`src/hdl/mips_mem_pkg.sv`:
```
`default_nettype none

package mips_mem_pkg;

  ////////////////////////////////////////////////////////////
  // Storage geometry
  ////////////////////////////////////////////////////////////

  localparam int BYTE_W    = 8;   // Bits per byte lane
  localparam int NUM_LANES = 4;   // Byte lanes in one word

  // One 32-bit memory word
  typedef logic [NUM_LANES*BYTE_W-1:0] word_t;

  // Byte-write enable, bit n writes lane n
  typedef logic [NUM_LANES-1:0] byte_en_t;

  ////////////////////////////////////////////////////////////
  // Soft-reset clear sequencer
  ////////////////////////////////////////////////////////////

  typedef enum logic [1:0] {
    IDLE     = 2'd0,  // No clear in progress
    CLEARING = 2'd1,  // Walking the word counter through the array
    DONE     = 2'd2   // Every word restored, ack held
  } clr_state_e;

endpackage

`default_nettype wire

```
`src/hdl/mips_ls_pkg.sv`:
```
`default_nettype none

package mips_ls_pkg;

  ////////////////////////////////////////////////////////////
  // Load/store access encoding
  ////////////////////////////////////////////////////////////

  // Access size, matches the MIPS lb/lh/lw split
  typedef enum logic [1:0] {
    SIZE_BYTE = 2'b00,
    SIZE_HALF = 2'b01,
    SIZE_WORD = 2'b10
  } mem_size_e;

  // Byte offset inside a word, low two address bits
  typedef logic [1:0] lane_t;

  // Load-control record as it travels down the decoder pipe
  // Layout is {lane, size, unsigned, misaligned}
  localparam int LD_CTRL_W = $bits(lane_t) + $bits(mem_size_e) + 2;

endpackage

`default_nettype wire

```
`src/hdl/mips_load_formatter.sv`:
```
`timescale 1ns/1ps
`default_nettype none

module mips_load_formatter (
  input  wire                        i_clk,
  input  wire                        i_rsta,
  input  mips_mem_pkg::word_t        i_rdata_raw,      // Whole word from memory
  input  wire                        i_rd_valid,
  input  mips_ls_pkg::lane_t         i_ld_lane,
  input  mips_ls_pkg::mem_size_e     i_ld_size,
  input  wire                        i_ld_unsigned,
  input  wire                        i_ld_misaligned,
  output mips_mem_pkg::word_t        o_rdata,
  output logic                       o_rvalid,
  output logic                       o_misaligned
);

  import mips_mem_pkg::*;
  import mips_ls_pkg::*;

  word_t shifted;     // Addressed lane moved to bit 0
  word_t formatted;   // Extended result

  ////////////////////////////////////////////////////////////
  // Lane select and extension
  ////////////////////////////////////////////////////////////

  assign shifted = i_rdata_raw >> {i_ld_lane, 3'b000};  // Lane times eight

  always_comb begin
    case (i_ld_size)
      SIZE_BYTE: begin
        if (i_ld_unsigned) begin
          formatted = {24'd0, shifted[7:0]};
        end else begin
          formatted = {{24{shifted[7]}}, shifted[7:0]};    // lb sign bit
        end
      end
      SIZE_HALF: begin
        if (i_ld_unsigned) begin
          formatted = {16'd0, shifted[15:0]};
        end else begin
          formatted = {{16{shifted[15]}}, shifted[15:0]};  // lh sign bit
        end
      end
      default: formatted = i_rdata_raw;                    // Word passes through
    endcase
  end

  ////////////////////////////////////////////////////////////
  // Result register
  ////////////////////////////////////////////////////////////

  // Data only moves on a valid load
  always_ff @(posedge i_clk) begin
    if (i_rd_valid) begin
      o_rdata <= formatted;
    end
  end

  always_ff @(posedge i_clk) begin
    if (i_rsta) begin
      o_rvalid     <= 1'b0;
      o_misaligned <= 1'b0;
    end else begin
      o_rvalid     <= i_rd_valid;       // One-cycle strobe
      o_misaligned <= i_ld_misaligned;  // Pulse, never with rvalid
    end
  end

endmodule

`default_nettype wire

```
`config.mk`:
```
export PLATFORM = sky130hd
export DESIGN_NAME = mips_load_formatter
export DESIGN_NICKNAME = d
export VERILOG_FILES = /design/src/hdl/mips_mem_pkg.sv /design/src/hdl/mips_ls_pkg.sv /design/src/hdl/mips_load_formatter.sv
export SDC_FILE = /design/constraint.sdc
export NUM_CORES = 1
export LEC_CHECK = 0
export ABC_AREA = 1
export BUFFER_PORTS_ARGS = -buffer_cell sky130_fd_sc_hd__clkbuf_2
export CAP_MARGIN = 20
export CORE_UTILIZATION = 40
export DETAILED_ROUTE_END_ITERATION = 6
export PLACE_DENSITY = 0.68
export SETUP_SLACK_MARGIN = 0.05
export SLEW_MARGIN = 20
export SYNTH_ARGS = -nofsm -noshare
export SYNTH_HDL_FRONTEND = slang
export SYNTH_SLANG_ARGS = --single-unit
export TNS_END_PERCENT = 5
```
`constraint.sdc`:
```
create_clock -name i_clk -period 1.3 [get_ports i_clk]
set_input_delay 0.13 -clock i_clk [delete_from_list [all_inputs] [get_ports i_clk]]
set_output_delay 0.13 -clock i_clk [all_outputs]
set_load 0.02 [all_outputs]
```
# After elaboration in Yosys (flattened, before gate mapping)

Cells that the tools add are included.
Widths: inputs -> output; s select.

Register bits after elaboration: 34
Latch bits: 0
RAM bits: 0
ROM bits: 0
Input port bits: 41
Output and inout bits: 34
Logic and storage cells: 9
Memories: 0

$add $sub $neg: 0
Multipliers: 0
Div/mod/pow operators: 0
Magnitude comparators: 0
Equality and inequality tests: 1
Shifts and indexed selects: 1
Muxes and demuxes: 3
Bitwise operators: 0
Reduce and logical (&&, ||, !) cells: 1

Operator list:

| cell               | count |
|---|---|
| $mux 32            | 2 |
| $pmux 32 s2        | 1 |
| $shr 32x5->16      | 1 |
| $eq 2x1->1 const B | 1 |
| $logic_not 2->1    | 1 |

# Longest topological paths before layout

Gate-level depths: netlist (run 1).

Word-level depth: 3
Mapped depth: 8
Mapped depth without buffers: 6

# Least setup slack after synthesis (run 1)

No wires, ideal clock.

Kind: input-to-reg
From: input i_ld_lane[0]
To: register o_rdata[21], data pin
Setup time: 259 ps
Arrival: 788 ps
Required time: 1,041 ps
Setup slack: 253 ps
Stages on the path: 8
Buffers on the path: 2
Cell sequence: buf_6 inv_4 nand2_1 nand3_1 nand2_2 nand3_4 buf_6 nand3_1

Longest elaborated chain between the ends: 3
Elaborated cells between the ends (all ways): 4
Classes of those cells: shift: 1; mux: 3

Ends and longest elaborated chain:

| element                           | RTL line                                             | source |
|---|---|---|
| start, declared                   | mips_load_formatter.sv:9                             | `input mips_ls_pkg::lane_t i_ld_lane,` |
| $shr 32x5->16 *                   | mips_load_formatter.sv:28                            | `assign shifted = i_rdata_raw >> {i_ld_lane, 3'b000};` |
| $mux 32, on equally long branches | mips_load_formatter.sv:40, mips_load_formatter.sv:33 |  |
| $pmux 32 s2 *                     | mips_load_formatter.sv:31                            | `case (i_ld_size)` |
| named net formatted[21]           | mips_load_formatter.sv:22                            | `word_t formatted;` |
| end signal, assigned              | mips_load_formatter.sv:57                            | `o_rdata <= formatted;` |
| end, declared                     | mips_load_formatter.sv:13                            | `output mips_mem_pkg::word_t o_rdata,` |

Mark *: on every way through the listed nets, which the timed path passes. The rest lies on a longest branch.
A chain may end at the register's enable or synchronous reset.

# Final worst setup path (run 1)

From: input i_ld_lane[0]
To: register o_rdata[24], data pin

Same word-level chain as after synthesis.

==> flow_metrics.py, run 1 <==
metrics = {
    "worst_setup_path": {
        "critPathMaxFanout": 16,
        "worstPathArrival_ps": 1140,
        "worstSetupPathType": "in -> reg",
        "cpPeakStageDelay_ps": 200,
        "cp_cell_sequence": "clkbuf_2 -> buf_4 -> nor2_8 -> nand2_2 -> nand2_2 -> nand3_4 -> nand3_1",
        "slowest_stage": "buf_4",
        "start_kind": "input port",
        "cp.required_ps": 1440,
        "cp-end-kind": "flop",
        "cp_common_cell": "nand2_2",
    },
    "pwr": {
        "power_leakage_nw": 1.149,
        "powerDensity_mw_per_mm2": 1139,
        "ir_worst_vdd_mv": 0.3541,
    },
    "clocking": {
        "ctsLongestPathBuffers": 2,
        "clkTransAtPathRegs_ps": 60,
        "clock_sinks": 34,
        "h-tree-depth": 2,
        "cts_buffers": 5,
        "cts_root_buffer": "clkbuf_8",
        "cts_tree": "yes",
        "ctsHoldBuffers": 0,
        "cts_resized": 0,
        "post_cts_buffers": 0,
    },
    "drt": {
        "drt-pass1-iter-count": 4,
        "drc_errors": 0,
        "wl_per_cell_um": 13.02,
        "wl_mm": 4.454,
        "postRouteAntennaNets": 0,
        "vias_per_cell": 4.965,
        "via_count": 1698,
        "dr.first_iter.drc_count": 195,
    },
    "synthesis": {
        "ys_warn_count": 0,
        "syn_nets": 253,
        "yosysTopAreaCellShare_pct": 51.68,
        "syn_inst": 212,
        "syn_avg_cell_area_um2": 8.770,
        "synth_top_area_cell": "edfxtp_1",
        "syn_area_mm2": 0.001859,
        "synth-seq-cells": 34,
        "synth.area.top_cells": "edfxtp_1 52%, nand2_1 14%, nand3_1 9.2%, o21ai_0 7.5%, nor2_1 3.4%",
        "yosysUniqueCellTypes": 19,
        "seq_area_frac_synth_pct": 53.84,
    },
    "placement": {
        "dp.cells": 334,
        "port_buffers": 74,
        "place_ws_ps": 8.344,
        "place_hpwl_mm": 3.307,
        "gp_congestion": 0.8840,
    },
    "die": {
        "die-area_mm2": 0.004925,
        "design.core.area_mm2": 0.004414,
        "initial_core_util_pct": 42.12,
        "fp.dieH_um": 70.18,
        "die_w_um": 70.18,
        "fp-row-count": 24,
        "ios": 75,
    },
    "grt": {
        "grt_pass1_vias": 1509,
        "use_met1_pct": 25.61,
        "grt_antenna_before_repair": 0,
        "grt_util_all_layers_pct": 19.30,
        "top_usage_layer": "met2",
        "grt-ovfl-total": 0,
        "grt_pass1_wl_mm": 7.279,
        "grt_max_degree": 34,
        "grtUsageMet2_pct": 29.81,
        "met3_usage_pct": 5.772,
    },
    "sta": {
        "tns_ps": 0,
        "tightest_slew_ps": 275.0,
        "setup_viol": 0,
        "layout_setup_ws_ps": 302.8,
        "maxSlewHeadroom_pct": 81.63,
        "rsz0062_at_grt": "false",
        "max_freq_mhz": 1003,
        "maxSlewViolCount": 0,
        "hold_violations": 0,
        "finalCritPeriodShare_pct": 76.71,
        "finalCriticalPeriod_ps": 997.2,
    },
    "hold_path": {
        "hp-class": "in -> reg",
    },
    "layout": {
        "fillers": 428,
        "num_antenna_cells": 0,
        "nets": 330,
        "syn_to_final_growth_pct": 26.92,
        "fin_cells": 342,
        "drive_gt1_share_pct": 33.79,
    },
    "run_status": {
        "outcome": "finished clean",
    },
    "flow_run": {
        "drv_cap": 0,
    },
}
-- critical path, delay by kind of cell --
family	cells	cell delay (ps)
simple gates	5	630
buf+inv	2	360
-- stage by stage --
step | hold WS [ps] | util, % | cell area [µm²] | power (mW)
after detailed placement | 307.5 | 51.62 | 2278 | 1.971
after CTS | 4.748 | 53.46 | 2360 | 2.707
after floorplan | 201.2 | - | 1859 | 1.729
final | 10.82 | 53.46 | 2360 | 2.688
after global placement | 303.8 | 51.62 | 2278 | 1.962
after global routing | 4.809 | 53.46 | 2360 | 2.824
-- final cells by class --
cell class                      count  area [µm²]  share of cell area (%)
Clock buffer                        6       72.57                   3.075
Clock inverter                      2       8.758                  0.3712
Inverter                           11       48.80                   2.068
Multi-Input combinational cell    155       720.7                   30.54
Sequential cell                    34        1001                   42.42
Tap cell                           52       65.06                   2.757
Timing Repair Buffer               82       442.9                   18.77
-- where the power goes --
group	switching [mW]	leakage (nW)	internal (mW)
Sequential	0.0264	0.327	1.32
Combinational	0.387	0.779	0.208
Clock	0.377	0.0426	0.368
-- path summary, 6_finish.rpt --
check | from | end | slack, ps | depth (start not counted)
setup / recovery | i_ld_lane[0] | o_rdata[24] | 300 | 7
hold / removal | i_rsta | o_misaligned | 10 | 2
-- registers in the layout, summed over array words and instances (netlist names) --
| signal | flops |
|---|---|
| o_misaligned | 1 |
| o_rdata | 32 |
| o_rvalid | 1 |
-- logic make-up (layout without fill, tap and decap cells) --
group / Yosys count / count (layout) / synth area share (%)
AND/OR/NAND/NOR: 125 / 125 / 30.69
flip-flops: 34 / 34 / 53.84
buffers and inverters: 23 / 101 / 7.402
AO/OA/AOI/OAI: 30 / 30 / 8.075
-- synthesized netlist by cell type (all sizes together) --
library cell,count
nor2,19
nand2,70
o21ai,30
dfxtp,2
nand3,36
inv,11
buf,9
clkbuf,3
edfxtp,32
-- cell usage in the layout, fill, tap and decap left out, types with 2 or more instances in the layout --
cell and instances:
clkbuf_2 74, nand2_1 67, nand3_1 34, edfxtp_1 32, o21ai_0 28, nor2_1 17
inv_1 8, buf_4 7, clkbuf_8 5, nand2_2 3, nand3_4 2, o21ai_1 2
dfxtp_1 2
-- per-layer routing --
metal,vias up,wire (µm)
met5,-,0
met4,0,38
met3,4,321
met2,69,2121
met1,753,1973
li1,872,-
Power figures use the tool's default switching activity.
==> run 2, diff against run 1 <==
Settings changed: ABC_AREA 1 to 0, PLACE_DENSITY 0.68 to 0.72.
Clock period 1.3 ns to 0.8 ns, I/O delays scaled along.
==> run 2 against run 1 <==
- the run now ends with setup timing left
- synthesized area down 5.7%
- power is 80% higher
- highest routed layer unchanged
- cell count is 13% lower
- wire length down 0.92%
==> flow_metrics.py, run 2 <==
metrics = {
    "run_status": {
        "outcome": "complete, but fails checks",
        "violations": "setup timing",
    },
    "synthesis": {
        "synthArstFlopShare_pct": 0,
        "synth_top_area_cell": "edfxtp_1",
        "synth-seq-cells": 34,
        "yosys.area_share.simple_pct": 11.27,
        "yosys-top-cells-count": "32 x edfxtp_1, 28 x nand2_1, 10 x clkbuf_1, 10 x o21ai_1",
        "yosysUniqueCellTypes": 25,
        "ys_warn_count": 0,
        "synthAdderAreaFrac_pct": 0,
        "synth_compound_area_share_pct": 21.47,
        "ys.flop_type": "edfxtp_1",
        "synthMuxAreaShare_pct": 5.920,
        "syn_avg_cell_area_um2": 11.77,
        "syn_nets": 190,
        "synth_top_family_by_area": "compound AO/OA/AOI/OAI gates",
        "seq_area_frac_synth_pct": 57.06,
        "syn_inst": 149,
        "syn_area_mm2": 0.001754,
        "yosysTopAreaCellShare_pct": 54.78,
        "synth_edf_count": 32,
        "yosysMostFrequentCell": "edfxtp_1",
        "synth.area.top_cells": "edfxtp_1 55%, nand2_1 6.0%, mux2i_1 4.0%, o211a_1 4.0%, nand3b_1 3.0%",
        "synthXorXnorAreaFrac_pct": 0,
    },
    "layout": {
        "syn_to_final_growth_pct": 46.29,
        "drive_gt1_share_pct": 48.99,
        "post-route-util_pct": 62.36,
        "fin_cells": 297,
        "mostFrequentLayoutCells": "40 x clkbuf_2, 32 x edfxtp_1, 30 x buf_2",
        "reg_top3": "o_rdata x32, o_misaligned x1, o_rvalid x1",
        "largest_register_ffs": 32,
        "final_common_cell": "clkbuf_2",
        "fillers": 335,
        "num_antenna_cells": 0,
        "nets": 287,
        "regMostFlops": "o_rdata",
    },
    "sta": {
        "rsz0062_at_grt": "true",
        "finalCriticalPeriod_ps": 1316,
        "layout_setup_ws_ps": -516.0,
        "whs_ps": 30.66,
        "tightest_slew_ps": 319.5,
        "hold_violations": 0,
        "maxSlewViolCount": 0,
        "maxSlewHeadroom_pct": 78.70,
        "finalCritPeriodShare_pct": 164.5,
        "setup_viol": 66,
        "max_freq_mhz": 759.9,
    },
    "clocking": {
        "cts_tree": "yes",
        "cts_buffers": 5,
        "h-tree-depth": 2,
        "ctsLongestPathBuffers": 2,
        "clkTransAtPathRegs_ps": 60,
        "cts_root_buffer": "clkbuf_8",
        "clock_sinks": 34,
    },
    "hold_path": {
        "min_to": "o_misaligned",
        "hp-class": "in -> reg",
        "worstHoldPathCells": 2,
        "min_from": "i_ld_misaligned",
    },
    "drt": {
        "postRouteAntennaNets": 0,
        "wl_per_cell_um": 14.86,
        "drt-pass1-iter-count": 4,
        "via_count": 1585,
        "vias_per_cell": 5.337,
        "drc_errors": 0,
        "dr.first_iter.drc_count": 141,
        "wl_mm": 4.413,
    },
    "die": {
        "fp.dieH_um": 68.22,
        "die-area_mm2": 0.004654,
        "ios": 75,
        "design.core.area_mm2": 0.004115,
        "fp-row-count": 23,
        "initial_core_util_pct": 42.63,
        "die_w_um": 68.22,
    },
    "pwr": {
        "p_clk_share_pct": 30.7,
        "combinationalPowerShare_pct": 24.0,
        "ir_worst_vdd_mv": 0.8143,
        "p_seq_share_pct": 45.2,
        "powerDensity_mw_per_mm2": 1889,
        "switching_share_pct": 25.93,
        "intPower_mw": 3.590,
        "net-switching-power_mw": 1.257,
        "power_leakage_nw": 1.167,
    },
    "placement": {
        "place_ws_ps": -829.2,
        "place_hpwl_mm": 3.305,
        "port_buffers": 74,
        "dp.cells": 286,
        "gp_congestion": 0.8467,
    },
    "grt": {
        "grt_antenna_before_repair": 0,
        "grt_util_all_layers_pct": 20.08,
        "grt_max_degree": 20,
        "grt_pass1_vias": 1457,
        "grt_pass1_wl_mm": 6.603,
        "grt-ovfl-total": 0,
    },
    "worst_setup_path": {
        "path_buf_inv": 2,
        "start_kind": "input port",
        "crit_family": "multiplexers",
        "cp.required_ps": 840,
        "cp_cell_sequence": "buf_8 -> mux4_2 -> a221oi_4 -> buf_6 -> o21ai_2",
        "worstSetupPathType": "in -> reg",
        "critPathMaxFanout": 6,
        "cpPeakStageDelay_ps": 550,
        "cp-end-kind": "flop",
        "slowest_stage": "mux4_2",
        "worstPathArrival_ps": 1360,
    },
    "flow_run": {
        "drv_cap": 0,
    },
}
## run 2: logic make-up (layout without fill, tap and decap cells)
logic type             Yosys count  after routing
muxes                            9              9
DFF                             34             34
and+or+nand+nor                 41             41
AOI/OAI and AO/OA               49             49
buffers and inverters           16            114
## run 2: how the worst max path moves through the flow
stage / end / slack (ps) / depth (start not counted) / startpoint
2_1_floorplan: o_rdata[21] / -780 / 5 / i_ld_lane[1]
3_3_place_gp: o_rdata[28] / -770 / 5 / i_ld_lane[1]
3_5_place_dp: o_rdata[21] / -830 / 5 / i_ld_lane[1]
4_1_cts: o_rdata[30] / -520 / 5 / i_ld_lane[1]
5_1_grt: o_rdata[30] / -580 / 5 / i_ld_lane[1]
6_report: o_rdata[30] / -520 / 5 / i_ld_lane[1]
## run 2: repair_timing
action | in CTS | in global routing
resized for setup | 19 | 43
pin swaps | 1 | 2
setup buffers | 1 | 0
setup endpoints to repair | 66 | 66
cloned | 1 | 0
hold buffers | 1 | 0
endpoints found under the hold margin | 2 | 0
## run 2: cell type report
cell class | instances | area, µm² | area share [%]
clock inverters | 1 | 30.03 | 1.170
well taps | 50 | 62.56 | 2.438
repair buffers | 102 | 668.1 | 26.04
flip-flops and latches | 34 | 1003 | 39.10
inverters | 4 | 15.01 | 0.5851
clock buffers | 7 | 76.32 | 2.974
multi-input cells | 99 | 710.7 | 27.69
## run 2: power by group through the flow
stage,Sequential [mW],Combinational [mW],Clock [mW]
floorplan,2.45,0.364,0
global placement,2.23,1.05,0
detailed placement,2.23,1.07,0
CTS,2.20,1.13,1.52
global route,2.21,1.25,1.59
finish,2.19,1.16,1.49
## run 2: per-stage QoR
step / area (µm²) / TNS, ps / total power [mW]
after floorplan: 1763 / -19640 / 2.817
after global placement: 2352 / -20540 / 3.288
after detailed placement: 2352 / -21750 / 3.305
after CTS: 2532 / -16030 / 4.853
after global routing: 2566 / -17420 / 5.045
final: 2566 / -15090 / 4.848
## run 2: layer usage
metal	share of wire [%]	track usage, %	vias to the layer above
li1	-	-	761
met1	38	23.29	735
met2	52	33.33	77
met3	8.0	4.833	12
met4	2.6	11.98	0
met5	0	0	-
