--- src/hdl/mips_mem_pkg.sv ---
`default_nettype none

package mips_mem_pkg;

  ////////////////////////////////////////////////////////////
  // Storage geometry
  ////////////////////////////////////////////////////////////

  localparam int BYTE_W    = 8;   // Bits per byte lane
  localparam int NUM_LANES = 4;   // Byte lanes in one word

  // One 32-bit memory word
  typedef logic [NUM_LANES*BYTE_W-1:0] word_t;

  // Byte-write enable, bit n writes lane n
  typedef logic [NUM_LANES-1:0] byte_en_t;

  ////////////////////////////////////////////////////////////
  // Soft-reset clear sequencer
  ////////////////////////////////////////////////////////////

  typedef enum logic [1:0] {
    IDLE     = 2'd0,  // No clear in progress
    CLEARING = 2'd1,  // Walking the word counter through the array
    DONE     = 2'd2   // Every word restored, ack held
  } clr_state_e;

endpackage

`default_nettype wire

--- src/hdl/mips_ls_pkg.sv ---
`default_nettype none

package mips_ls_pkg;

  ////////////////////////////////////////////////////////////
  // Load/store access encoding
  ////////////////////////////////////////////////////////////

  // Access size, matches the MIPS lb/lh/lw split
  typedef enum logic [1:0] {
    SIZE_BYTE = 2'b00,
    SIZE_HALF = 2'b01,
    SIZE_WORD = 2'b10
  } mem_size_e;

  // Byte offset inside a word, low two address bits
  typedef logic [1:0] lane_t;

  // Load-control record as it travels down the decoder pipe
  // Layout is {lane, size, unsigned, misaligned}
  localparam int LD_CTRL_W = $bits(lane_t) + $bits(mem_size_e) + 2;

endpackage

`default_nettype wire

--- src/hdl/mips_access_decoder.sv ---
`timescale 1ns/1ps
`default_nettype none

module mips_access_decoder #(
  parameter int DEPTH   = 256,  // Words in the data memory
  parameter int OUT_REG = 1     // 1 adds the memory output register
) (
  input  wire                                  i_clk,
  input  wire                                  i_rsta,
  input  wire                                  i_mem_read,     // Load strobe
  input  wire                                  i_mem_write,    // Store strobe, wins over load
  input  mips_ls_pkg::mem_size_e               i_size,
  input  wire                                  i_unsigned,     // Zero-extend loads
  input  wire [$clog2(DEPTH)+1:0]              i_addr,         // Byte address
  input  mips_mem_pkg::word_t                  i_wdata,
  output logic                                 o_en,
  output mips_mem_pkg::byte_en_t               o_we,
  output logic [$clog2(DEPTH)-1:0]             o_word_addr,
  output mips_mem_pkg::word_t                  o_wdata_lanes,
  output mips_ls_pkg::lane_t                   o_ld_lane,
  output mips_ls_pkg::mem_size_e               o_ld_size,
  output logic                                 o_ld_unsigned,
  output logic                                 o_ld_misaligned
);

  import mips_mem_pkg::*;
  import mips_ls_pkg::*;

  localparam int ADDR_W = $clog2(DEPTH) + 2;  // Byte address width
  localparam int LAT    = 1 + OUT_REG;        // Read latency in cycles

  lane_t    lane;         // Byte offset of the request
  logic     aligned;      // Offset legal for the size
  logic     any_req;      // Some strobe is up
  logic     misaligned;
  logic     is_store;
  logic     is_load;
  byte_en_t lane_mask;    // Lanes covered by the access

  logic [LD_CTRL_W-1:0]          ld_ctrl;   // Record entering the pipe
  logic [LAT-1:0][LD_CTRL_W-1:0] ld_pipe;   // One stage per latency cycle
  logic [LD_CTRL_W-1:0]          ld_out;    // Last stage

  ////////////////////////////////////////////////////////////
  // Alignment and lane decode
  ////////////////////////////////////////////////////////////

  assign lane    = i_addr[1:0];
  assign any_req = i_mem_read | i_mem_write;

  always_comb begin
    case (i_size)
      SIZE_BYTE: aligned = 1'b1;          // Any offset
      SIZE_HALF: aligned = ~lane[0];      // Offset 0 or 2
      SIZE_WORD: aligned = (lane == 2'd0);
      default:   aligned = 1'b0;          // Unused encoding never aligns
    endcase
  end

  always_comb begin
    case (i_size)
      SIZE_BYTE: lane_mask = byte_en_t'(4'b0001 << lane);
      SIZE_HALF: lane_mask = byte_en_t'(4'b0011 << lane);
      default:   lane_mask = 4'b1111;
    endcase
  end

  assign misaligned = any_req & ~aligned;
  assign is_store   = i_mem_write & aligned;                  // Store wins a collision
  assign is_load    = i_mem_read & ~i_mem_write & aligned;

  ////////////////////////////////////////////////////////////
  // Memory request
  ////////////////////////////////////////////////////////////

  assign o_en        = is_store | is_load;                    // Misaligned drives nothing
  assign o_we        = is_store ? lane_mask : '0;             // Loads carry no enables
  assign o_word_addr = i_addr[ADDR_W-1:2];

  // Replicate the store data so every lane holds a copy,
  // the byte enables then pick the lanes that are written
  always_comb begin
    case (i_size)
      SIZE_BYTE: o_wdata_lanes = {4{i_wdata[7:0]}};
      SIZE_HALF: o_wdata_lanes = {2{i_wdata[15:0]}};
      default:   o_wdata_lanes = i_wdata;
    endcase
  end

  ////////////////////////////////////////////////////////////
  // Load-control delay line
  ////////////////////////////////////////////////////////////

  assign ld_ctrl = {lane, i_size, i_unsigned, misaligned};

  always_ff @(posedge i_clk) begin
    if (i_rsta) begin
      ld_pipe <= '0;                                          // Flush, no stale flags
    end else begin
      ld_pipe[0] <= ld_ctrl;
      for (int s = 1; s < LAT; s++) begin
        ld_pipe[s] <= ld_pipe[s-1];                           // Age by one cycle
      end
    end
  end

  assign ld_out = ld_pipe[LAT-1];

  // Unpack in the same order the record was built
  assign o_ld_lane       = lane_t'(ld_out[5:4]);
  assign o_ld_size       = mem_size_e'(ld_out[3:2]);
  assign o_ld_unsigned   = ld_out[1];
  assign o_ld_misaligned = ld_out[0];                         // Loads and stores alike

endmodule

`default_nettype wire

--- config.mk ---
export PLATFORM = sky130hd
export DESIGN_NAME = mips_access_decoder
export DESIGN_NICKNAME = d
export VERILOG_FILES = /design/src/hdl/mips_mem_pkg.sv /design/src/hdl/mips_ls_pkg.sv /design/src/hdl/mips_access_decoder.sv
export SDC_FILE = /design/constraint.sdc
export NUM_CORES = 1
export LEC_CHECK = 0
export BUFFER_PORTS_ARGS = -buffer_cell sky130_fd_sc_hd__clkbuf_2
export CORE_ASPECT_RATIO = 2
export CORE_UTILIZATION = 35
export CTS_CLUSTER_SIZE = 8
export DETAILED_ROUTE_END_ITERATION = 16
export GPL_TIMING_DRIVEN = 0
export PLACE_DENSITY = 0.85
export SKIP_LAST_GASP = 1
export SYNTH_ARGS = -nofsm -noshare
export SYNTH_HDL_FRONTEND = slang
export SYNTH_SLANG_ARGS = --single-unit
--- constraint.sdc ---
create_clock -name i_clk -period 1.05 [get_ports i_clk]
set_input_delay 0.105 -clock i_clk [delete_from_list [all_inputs] [get_ports i_clk]]
set_output_delay 0.105 -clock i_clk [all_outputs]
set_load 0.005 [all_outputs]
# ---- Yosys cells after proc, flatten, opt, wreduce, memory -nomap -nowiden
# Cells that the tools add are included.
dict set report word_totals {
  elab_cells 21
  ff_bits 12
  output_inout_bits 51
  in_bits 49
}
dict set report classes {
  bitwise 9
  n_mux 4
  shifts 2
  eq_ne 2
  reduce_logical 2
}
# operator count
set op_table {}
lappend op_table {{32-bit one-hot mux with 2 select lines} 1}
lappend op_table {{4-bit one-hot mux with 2 select lines} 1}
lappend op_table {{1-bit AND} 4}
lappend op_table {{2-bit zero test} 2}
lappend op_table {{4-bit two-way mux} 1}
lappend op_table {{1-bit by 2-bit << shifter with 4-bit output, first input constant} 1}
lappend op_table {{2-bit by 2-bit << shifter with 4-bit output, first input constant} 1}
lappend op_table {{1-bit NOT} 3}
lappend op_table {{1-bit one-hot mux with 3 select lines} 1}
lappend op_table {{2-bit by 1-bit equality test with 1-bit output, second input constant} 1}
lappend op_table {{2-bit equality test, second input constant} 1}
lappend op_table {{1-bit bitwise OR} 2}

# ---- Depth between registers and ports, before layout
# Gate-level depths: netlist (run 1).
dict set report logic_depth {
  word_depth 4
  mapped_depth 4
  ltp_nobuf 2
}

# ---- Least setup slack after synthesis (run 1)
# OpenSTA, ideal clock, no wires.
dict set report synth_timing {
  kind {input to output}
  from {in i_size[0]}
  to {out o_wdata_lanes[10]}
  t_required_ns 0.945
  stages 3
  n_path_buf 1
  path_slack_ns 0.106
  t_arrival_ns 0.839
  cell_sequence {buf_6 -> nor2_2 -> mux2_2}
}
dict set report synth_via {
  elab_chain_len 2
  elab_cells_between_ends 3
  classes_between {eq/ne: 1; mux: 1; reduce/logical: 1}
}
# element line_no
set synth_lines {}
lappend synth_lines {{start, declared} mips_access_decoder.sv:12} ;# input mips_ls_pkg::mem_size_e i_size,
lappend synth_lines {{2-bit by 1-bit equality test with 1-bit output or 2-bit zero test (tied branches)} mips_access_decoder.sv:83} ;# case (i_size)
lappend synth_lines {{32-bit one-hot mux with 2 select lines *} mips_access_decoder.sv:83}
lappend synth_lines {{end, declared} mips_access_decoder.sv:19} ;# output mips_mem_pkg::word_t o_wdata_lanes,
# Every way passes the cells marked *; elsewhere a longest branch is shown, timed or not.

# ---- Worst setup path in the final report (run 1)
dict set report layout_timing {
  from {in i_size[1]}
  to {out o_we[1]}
}
dict set report layout_via {
  elab_chain_len 4
  elab_cells_between_ends 7
  classes_between {eq/ne: 2; mux: 3; bitwise: 1; reduce/logical: 1}
}
# element line_no
set layout_lines {}
lappend layout_lines {{2-bit equality test, or another cell as far along} mips_access_decoder.sv:52} ;# case (i_size)
lappend layout_lines {{1-bit one-hot mux with 3 select lines} mips_access_decoder.sv:52}
lappend layout_lines {{1-bit AND} mips_access_decoder.sv:69} ;# assign is_store = i_mem_write & aligned;
lappend layout_lines {{4-bit two-way mux *} mips_access_decoder.sv:77} ;# assign o_we = is_store ? lane_mask : '0;
lappend layout_lines {{end, declared} mips_access_decoder.sv:17} ;# output mips_mem_pkg::byte_en_t o_we,
# Marked as above.

==> results of run 1 <==
cells by family (layout without fill, tap and decap cells):
group | after synthesis | after routing | share of synthesized area [%]
XOR/XNOR | 1 | 1 | 0.914
buffers and inverters | 28 | 125 | 20.8
AO/OA/AOI/OAI | 15 | 15 | 11.2
AND/OR/NAND/NOR | 26 | 26 | 14.9
multiplexers | 24 | 24 | 27.2
flip-flops | 12 | 12 | 25.1
timing repair:
item | CTS | global route
endpoints found under the setup margin | 21 | 10
gates resized for setup | 8 | 16
hold endpoints to repair | 0 | 0
pin swaps | 3 | 3
setup buffers | 2 | 1
power groups by stage:
stage	combinational, mW	sequential, mW	clock (mW)
after floorplan	0.246	0.491	0
after global placement	0.477	0.491	0
after detailed placement	0.487	0.492	0
after CTS	0.516	0.483	0.511
after global routing	0.581	0.484	0.540
final	0.533	0.483	0.490
per-layer routing:
metal  vias up  part of all wire, %  global-route usage (%)
met3         8                   12                    6.12
met2        78                   54                    36.5
li1        538                    -                       -
met1       490                   32                    17.9
met4         0                  2.7                    9.66
met5         -                    0                       0
registers in the layout, summed over array words and instances (netlist names):
name,cells
ld_out,6
ld_pipe,6
path summary, 6_finish.rpt:
kind                                             end  slack, ns  cells past startpoint
worst max-delay path                         o_we[1]      -0.01                      5
worst max register to register  ld_out[5]$_SDFF_PP0_       0.52                      1
worst min-delay path            ld_out[1]$_SDFF_PP0_       0.05                      2
worst min register to register  ld_out[2]$_SDFF_PP0_       0.43                      1
final cells by class:
class                   instances  area [µm²]
inverters                       2        7.51
plain buffers                  26         206
repair buffers                 93         507
well taps                      28        35.0
flip-flops and latches         12         240
multi-input cells              66         552
fillers                       229         967
clock buffers                   4        55.1
cell usage in the layout (no fill, tap or decap), types with 2 or more instances in the layout:
cell type  count
inv_1          2
buf_6          4
nand2_1        9
clkbuf_2      84
mux2_2        13
mux2_4         3
nor2b_1       11
buf_2          5
dfxtp_1       12
o21ai_0        8
buf_12         2
clkbuf_8       5
buf_4         22
mux2i_1        8
Yosys cell counts (all sizes together):
cell type / n
or3: 1
a2111oi: 1
o32ai: 1
o22ai: 1
clkbuf: 1
o21ai: 8
mux2i: 8
nand2b: 1
nor2b: 11
xnor2: 1
mux2: 16
inv: 2
nand2: 9
a21o: 1
o2111a: 1
dfxtp: 12
a211oi: 1
or3b: 2
buf: 25
nor2: 2
a21oi: 1
critical path: cells and delay by family:
family,cells,cell delay (ns)
buf+inv,3,0.40
simple gates,1,0.36
compound gates,1,0.10
stage by stage:
stage | TNS [ns] | setup slack (ns) | cells | hold slack [ns] | power (mW)
global placement | -1.54 | -0.143 | 224 | 0.306 | 0.968
floorplan | 0 | 0.106 | 106 | 0.177 | 0.737
finish | -0.0239 | -0.0124 | 231 | 0.0475 | 1.51
CTS | -0.193 | -0.0576 | 230 | 0.0446 | 1.51
detailed placement | -1.81 | -0.153 | 224 | 0.300 | 0.979
global route | -0.158 | -0.0399 | 231 | 0.0513 | 1.61
==> impl_metrics.py, run 1 <==
metrics = {
    "cells_and_area": {
        "utilization_pct": 62.4,
        "drive_above_1_share_pct": 71.4,
        "final_cell_area_um2": 1600,
        "diodes": 0,
        "syn_to_final_growth_pct": 67.2,
        "layout.nets": 253,
    },
    "power_and_ir_drop": {
        "p_leak_nw": 0.882,
        "clockPowerShare_pct": 32.5,
        "p_int_mw": 1.12,
        "ir_drop_v": 0.000483,
        "p_switching_uw": 381,
        "power_density_nw_per_um2": 939,
        "swShare_pct": 25.3,
        "combPwrFrac_pct": 35.4,
        "seq_power_share_pct": 32.1,
    },
    "die": {
        "die_w_um": 39,
        "dieArea_um2": 2960,
        "num_rows": 26,
        "chipHeight_um": 76.0,
        "io_pins": 100,
        "core_um2": 2570,
        "start_util_pct": 37.3,
    },
    "synth": {
        "synth_top_cell_area_share_pct": 25.1,
        "ys_types": 24,
        "syn_avg_cell_area_um2": 9.04,
        "yosysSeqAreaShare_pct": 25.1,
        "postSynthRegisterBits": 12,
        "synth_area_um2": 958,
        "yosys_warnings": 0,
        "netlist_top_cells_area": "dfxtp_1 25%, mux2_2 19%, buf_4 16%",
        "synth_top_area_cell": "dfxtp_1",
        "synth_cells": 106,
        "syn_nets": 155,
    },
    "timing": {
        "slew_headroom_pct": 73.2,
        "fin_skew_ns": 0.00191,
        "finalCriticalPeriod_ns": 1.06,
        "finalHoldViolations": 0,
        "fmax_mhz": 941,
        "layout_setup_ws_ns": -0.0124,
        "period_share_pct": 101,
        "timing.final.max_slew_violations": 0,
        "worst_slew_pin_slew_ns": 0.401,
        "rsz0062_at_grt": "true",
        "final-setup-viol-count": 3,
    },
    "placed_design": {
        "gp_congestion": 0.769,
        "place_area_um2": 1440,
        "port-buffer-count": 90,
        "dp_hpwl_um": 2390,
    },
    "cts": {
        "cts_buffer_depth": 2,
        "cts-hold-fix-buffers": 0,
        "clock_latency_ns": 0.24,
        "cts_root_buf": "clkbuf_8",
        "htree_levels": 1,
        "cts_sinks": 12,
        "cts_tree": "built",
        "clk_pin_slew_worst_paths_ns": 0.05,
        "cts-buffers-inserted": 3,
    },
    "global_route": {
        "antenna_found_initial": 0,
        "grt_first_pass_wirelength_um": 4400,
        "grt_use_total_pct": 20.0,
        "grt_overflow": 0,
        "grt_max_degree": 11,
        "grt_pass1_vias": 1049,
    },
    "worst_setup_path": {
        "crit_path_start_kind": "input port",
        "cp-end-kind": "primary output",
        "slowest_stage": "or3b_1",
        "critPathLaunch": "i_size[1]",
        "arrival_ns": 0.96,
        "reg2reg_from": "ld_pipe[5]$_SDFF_PP0_",
        "path_class": "input port to primary output",
        "required_ns": 0.94,
        "critPathMaxStageDelay_ns": 0.36,
        "worst-path-max-fanout": 7,
        "path_cells": "clkbuf_8, buf_6, or3b_1, o22ai_2, buf_2",
    },
    "worst_hold_path": {
        "min-delay-path-class": "input port to flop",
        "holdCritStartpoint": "i_rsta",
    },
    "drt": {
        "ant_nets": 0,
        "routedWlPerCell_um": 12.3,
        "vias_per_cell": 4.82,
        "first_pass_iters": 2,
        "drc": 0,
        "vias": 1114,
        "dr.first_iter.drc_count": 10,
        "drt_wl_total_um": 2850,
    },
    "run_status": {
        "violations": "setup timing",
        "outcome": "finished, violations left",
    },
    "job": {
        "maxCapViolCount": 0,
    },
}
(Power assumes the default switching activity.)
==> run 2, diff against run 1 <==
ABC_AREA = 1   (was not set)
==> impl_metrics.py, run 2 <==
metrics = {
    "run_status": {
        "outcome": "finished, final reports clean",
    },
    "cells_and_area": {
        "regArea_um2": 240,
        "diodes": 0,
        "syn_to_final_growth_pct": 62.2,
        "final.fill_count": 257,
        "layout.nets": 294,
        "final_common_cell": "clkbuf_2",
        "drive_above_1_share_pct": 60.2,
        "multi_input_area_um2": 477,
        "final_cell_mix": "91 x clkbuf_2, 38 x nand2_1, 24 x buf_4",
    },
    "global_route": {
        "grt_max_degree": 11,
        "antenna_found_initial": 0,
        "grt_util_met1_pct": 14.8,
        "grt-busiest-layer": "met2",
        "grt_first_pass_wirelength_um": 4450,
        "grt_overflow": 0,
        "gr-usage-met2_pct": 39.8,
        "grt_use_total_pct": 19.7,
        "grt_pass1_vias": 1234,
        "grtUsageMet3_pct": 3.76,
    },
    "worst_setup_path": {
        "reg2reg_from": "ld_pipe[4]$_SDFF_PP0_",
        "regToRegEndpoint": "ld_out[4]$_SDFF_PP0_",
        "critPathMaxStageDelay_ns": 0.17,
        "worst-path-max-fanout": 5,
        "critPathLaunch": "i_size[0]",
        "r2r_slack_ns": 0.56,
        "path_class": "input port to primary output",
        "path_common_cell": "clkbuf_2",
        "path_cells": "clkbuf_2, nor2_4, buf_4, clkbuf_16, o21ai_2, clkbuf_2",
        "cp-end-kind": "primary output",
        "crit_end": "o_wdata_lanes[14]",
        "crit_path_start_kind": "input port",
        "slowest_stage": "clkbuf_2",
        "arrival_ns": 0.90,
        "required_ns": 0.94,
        "rr_worst_depth": 2,
    },
    "die": {
        "core_um2": 2600,
        "num_rows": 26,
        "dieArea_um2": 3020,
        "die_w_um": 39.4,
        "io_pins": 100,
        "start_util_pct": 37.5,
        "chipHeight_um": 76.7,
    },
    "drt": {
        "vias_per_cell": 4.61,
        "drt_wl_total_um": 2830,
        "ant_nets": 0,
        "dr.first_iter.drc_count": 19,
        "drc": 0,
        "first_pass_iters": 4,
        "routedWlPerCell_um": 10.4,
        "vias": 1254,
    },
    "cts": {
        "htree_levels": 1,
        "cts-buffers-inserted": 3,
        "cts_buffer_depth": 2,
        "cts_root_buf": "clkbuf_8",
        "clk_pin_slew_worst_paths_ns": 0.05,
        "clock_latency_ns": 0.24,
        "cts_tree": "built",
        "cts_sinks": 12,
    },
    "synth": {
        "postSynthRegisterBits": 12,
        "syn_avg_cell_area_um2": 6.74,
        "yosys_most_used_dff": "dfxtp_1",
        "ys_types": 17,
        "netlist_top_cells_area": "dfxtp_1 25%, buf_4 16%, nand2_1 16%",
        "syn_nets": 194,
        "synth_edf_count": 0,
        "synth_most_common_cell": "nand2_1",
        "synth_area_um2": 977,
        "synth_top_cell_area_share_pct": 24.6,
        "yosysSeqAreaShare_pct": 24.6,
        "synthArstFlopShare_pct": 0,
        "synth_commonest_cells": "41 x nand2_1, 21 x buf_4, 20 x nor2_1",
        "yosys_warnings": 0,
        "synth_top_area_cell": "dfxtp_1",
        "synth_cells": 145,
    },
    "placed_design": {
        "port-buffer-count": 91,
        "dp_hpwl_um": 2370,
        "gp_congestion": 0.769,
    },
    "timing": {
        "final-setup-viol-count": 0,
        "finalHoldViolations": 0,
        "fmax_mhz": 992,
        "period_share_pct": 96.0,
        "rsz0062_at_grt": "true",
        "slew_headroom_pct": 72.0,
        "worst_slew_pin_slew_ns": 0.420,
        "fin_skew_ns": 0.000782,
        "holdWs_ns": 0.0576,
        "finalCriticalPeriod_ns": 1.01,
        "timing.final.max_slew_violations": 0,
    },
    "power_and_ir_drop": {
        "ir_drop_v": 0.000476,
        "power_density_nw_per_um2": 956,
        "p_total_mw": 1.52,
        "p_leak_nw": 0.982,
    },
    "job": {
        "maxCapViolCount": 0,
    },
    "worst_hold_path": {
        "min-delay-path-class": "input port to flop",
    },
}
==> run 2: changes by cell type after synthesis, moves of 6 or more <==
| cell | change |
|---|---|
| mux2i_1 | -8 |
| o21ai_0 | -8 |
| nand2_1 | +32 |
| o21ai_2 | +9 |
| nor2b_1 | -11 |
| nor2_1 | +19 |
| mux2_2 | -16 |
| o211ai_1 | +6 |
| inv_1 | +16 |
==> run 2: repair_timing <==
| action | CTS | global route |
|---|---|---|
| setup buffers | 0 | 3 |
| endpoints found under the setup margin | 0 | 6 |
| hold buffers | 0 | 0 |
| endpoints found under the hold margin | 0 | 0 |
| resized for setup | 0 | 5 |
==> run 2: cell families after synthesis <==
kind of cell           count (synthesis)  synth area share, %
DFF                                   12                 24.6
AOI/OAI and AO/OA                     20                 16.8
and+or+nand+nor                       69                 31.0
buffers and inverters                 44                 27.7
==> run 2: cell type report <==
cell class	count	area share [%]
flip-flops and latches	12	15.2
well taps	28	2.21
plain buffers	25	12.9
repair buffers	95	31.7
inverters	19	4.50
multi-input cells	89	30.1
clock buffers	4	3.47
==> run 2: worst min-delay path by stage <==
stage	depth (start not counted)	startpoint	slack [ns]	end
after floorplan	1	i_rsta	0.17	ld_pipe[0]$_SDFF_PP0_
after global placement	3	i_unsigned	0.31	ld_pipe[1]$_SDFF_PP0_
after detailed placement	3	i_unsigned	0.31	ld_pipe[1]$_SDFF_PP0_
after CTS	3	i_unsigned	0.05	ld_pipe[1]$_SDFF_PP0_
after global routing	2	i_rsta	0.07	ld_pipe[0]$_SDFF_PP0_
final	3	i_unsigned	0.06	ld_pipe[1]$_SDFF_PP0_
==> run 2: metal layers <==
metal | part of all wire, % | up-vias
met3 | 11 | 7
met2 | 57 | 87
met4 | 1.8 | 0
met5 | 0 | -
li1 | - | 621
met1 | 30 | 539
==> run 2: stage by stage <==
stage               utilization [%]  area (µm²)  instances  worst slack (ns)  setup TNS (ns)
floorplan                         -         977        145             0.383               0
finish                         60.9        1590        272            0.0416               0
CTS                            58.5        1520        268            0.0301               0
detailed placement             56.4        1470        264            0.0386               0
global placement               56.4        1470        264            0.0375               0
global route                   60.9        1590        272          -0.00417        -0.00417
==> run 2: critical path: cells and delay by family <==
family | cells | cell delay, ns
and+or+nand+nor | 1 | 0.06
AOI/OAI and AO/OA | 1 | 0.12
buffers and inverters | 4 | 0.62
==> run 2: where the power goes <==
part	internal [mW]	leakage (nW)	total, mW	switching, mW
registers	0.478	0.0992	0.484	0.00529
clock network	0.331	0.0288	0.494	0.163
logic	0.283	0.854	0.538	0.255
==> run 3, diff against run 2 <==
CELL_PAD_IN_SITES_DETAIL_PLACEMENT = 0   (was not set)
CELL_PAD_IN_SITES_GLOBAL_PLACEMENT = 1   (was not set)
CORE_UTILIZATION = 21   (was 35)
PLACE_DENSITY = 0.83   (was 0.85)
==> impl_metrics.py, run 3 (same netlist as run 2, synthesis figures left out) <==
metrics = {
    "run_status": {
        "outcome": "finished, final reports clean",
    },
    "global_route": {
        "grt_use_total_pct": 12.5,
        "grt_first_pass_wirelength_um": 4800,
        "antenna_found_initial": 0,
        "grt_max_degree": 11,
        "grt_overflow": 0,
        "grt_pass1_vias": 1116,
    },
    "worst_setup_path": {
        "crit_family": "buffers and inverters",
        "crit_path_start_kind": "input port",
        "path_cells": "buf_2, nor2_4, buf_8, nand2_4, o211ai_2, clkbuf_2",
        "required_ns": 0.94,
        "path_buf_inv": 3,
        "worst-path-max-fanout": 10,
        "cp-end-kind": "primary output",
        "path_class": "input port to primary output",
        "arrival_ns": 0.86,
        "critPathMaxStageDelay_ns": 0.18,
        "slowest_stage": "buf_8",
    },
    "timing": {
        "slew_headroom_pct": 69.8,
        "final-setup-viol-count": 0,
        "worst_slew_pin_slew_ns": 0.453,
        "fin_skew_ns": 0.00178,
        "fmax_mhz": 1040,
        "fin_setup_tns_ns": 0,
        "holdWs_ns": 0.0588,
        "finalHoldViolations": 0,
        "timing.final.max_slew_violations": 0,
        "layout_setup_ws_ns": 0.0853,
        "rsz0062_at_grt": "false",
        "period_share_pct": 91.9,
        "finalCriticalPeriod_ns": 0.965,
    },
    "die": {
        "die_w_um": 50.2,
        "start_util_pct": 22.1,
        "chipHeight_um": 98.5,
        "num_rows": 34,
        "core_um2": 4420,
        "io_pins": 100,
        "dieArea_um2": 4950,
    },
    "drt": {
        "dr.first_iter.drc_count": 5,
        "vias_per_cell": 4.10,
        "routedWlPerCell_um": 9.86,
        "ant_nets": 0,
        "met3_wirelength_um": 236,
        "vias": 1215,
        "first_pass_iters": 4,
        "met2WireLength_um": 1670,
        "highest_layer": "met4",
        "drc": 0,
        "drt_wl_total_um": 2920,
        "m1WireLength_um": 962,
    },
    "power_and_ir_drop": {
        "p_leak_nw": 0.970,
        "power_density_nw_per_um2": 950,
        "ir_drop_v": 0.000612,
        "p_total_mw": 1.52,
    },
    "cts": {
        "cts_sinks": 12,
        "clk_pin_slew_worst_paths_ns": 0.05,
        "htree_levels": 1,
        "cts-buffers-inserted": 3,
        "clock_latency_ns": 0.24,
        "cts-hold-fix-buffers": 0,
        "cts_buffer_depth": 2,
        "cts_tree": "built",
        "cts_root_buf": "clkbuf_8",
    },
    "cells_and_area": {
        "final_cell_area_um2": 1600,
        "syn_to_final_growth_pct": 63.3,
        "fin_cells": 296,
        "final_common_cell": "clkbuf_2",
        "layout.nets": 292,
        "utilization_pct": 36.1,
        "diodes": 0,
        "drive_above_1_share_pct": 59.5,
        "final_cell_mix": "89 x clkbuf_2, 41 x nand2_1, 22 x buf_4",
    },
    "placed_design": {
        "dp_hpwl_um": 2500,
        "dp_cells": 290,
        "dp_slack_ns": -0.0192,
        "gp_congestion": 0.714,
        "port-buffer-count": 91,
        "place_area_um2": 1500,
    },
    "worst_hold_path": {
        "min-delay-path-class": "input port to flop",
    },
    "job": {
        "maxCapViolCount": 0,
    },
}
## run 3: cell count changes in the layout (fill, tap and decap cells not counted), sizes merged
cell    delta
clkbuf     -3
buf        +1
## run 3: worst register-to-register path, stage by stage, from the launching register on
cell and delay [ns]:
dfxtp_1 0.29, inv_1 0.04, nor2_1 0.03
## run 3: repair_timing
| item | in CTS | in global routing |
|---|---|---|
| pin swaps | 1 | 2 |
| setup endpoints to repair | 4 | 13 |
| resized for setup | 0 | 6 |
| setup buffers | 2 | 0 |
## run 3: path summary, 6_finish.rpt
kind	to	from	slack, ns	cells past startpoint
max reg2reg	ld_out[0]$_SDFF_PP0_	ld_pipe[0]$_SDFF_PP0_	0.56	2
min	ld_pipe[1]$_SDFF_PP0_	i_unsigned	0.06	3
max	o_wdata_lanes[28]	i_size[0]	0.09	6
min reg2reg	ld_out[1]$_SDFF_PP0_	ld_pipe[1]$_SDFF_PP0_	0.40	2
## run 3: layer usage
metal,up-vias,global-route usage [%]
li1,620,-
met1,522,12.0
met2,68,25.6
met3,5,0.926
met4,0,4.62
met5,-,0
## run 3: power breakdown
| group | internal (mW) | switching, mW | leakage (nW) |
|---|---|---|---|
| clock | 0.332 | 0.174 | 0.0288 |
| combinational | 0.276 | 0.251 | 0.842 |
| sequential | 0.478 | 0.00497 | 0.0992 |
## run 3: final cells by class
type | count | area [µm²]
buffer | 25 | 199
clock buffer | 4 | 55.1
fill | 518 | 2830
inverter | 19 | 71.3
multi-input combinational | 89 | 479
sequential | 12 | 240
tap | 54 | 67.6
timing repair buffer | 93 | 483
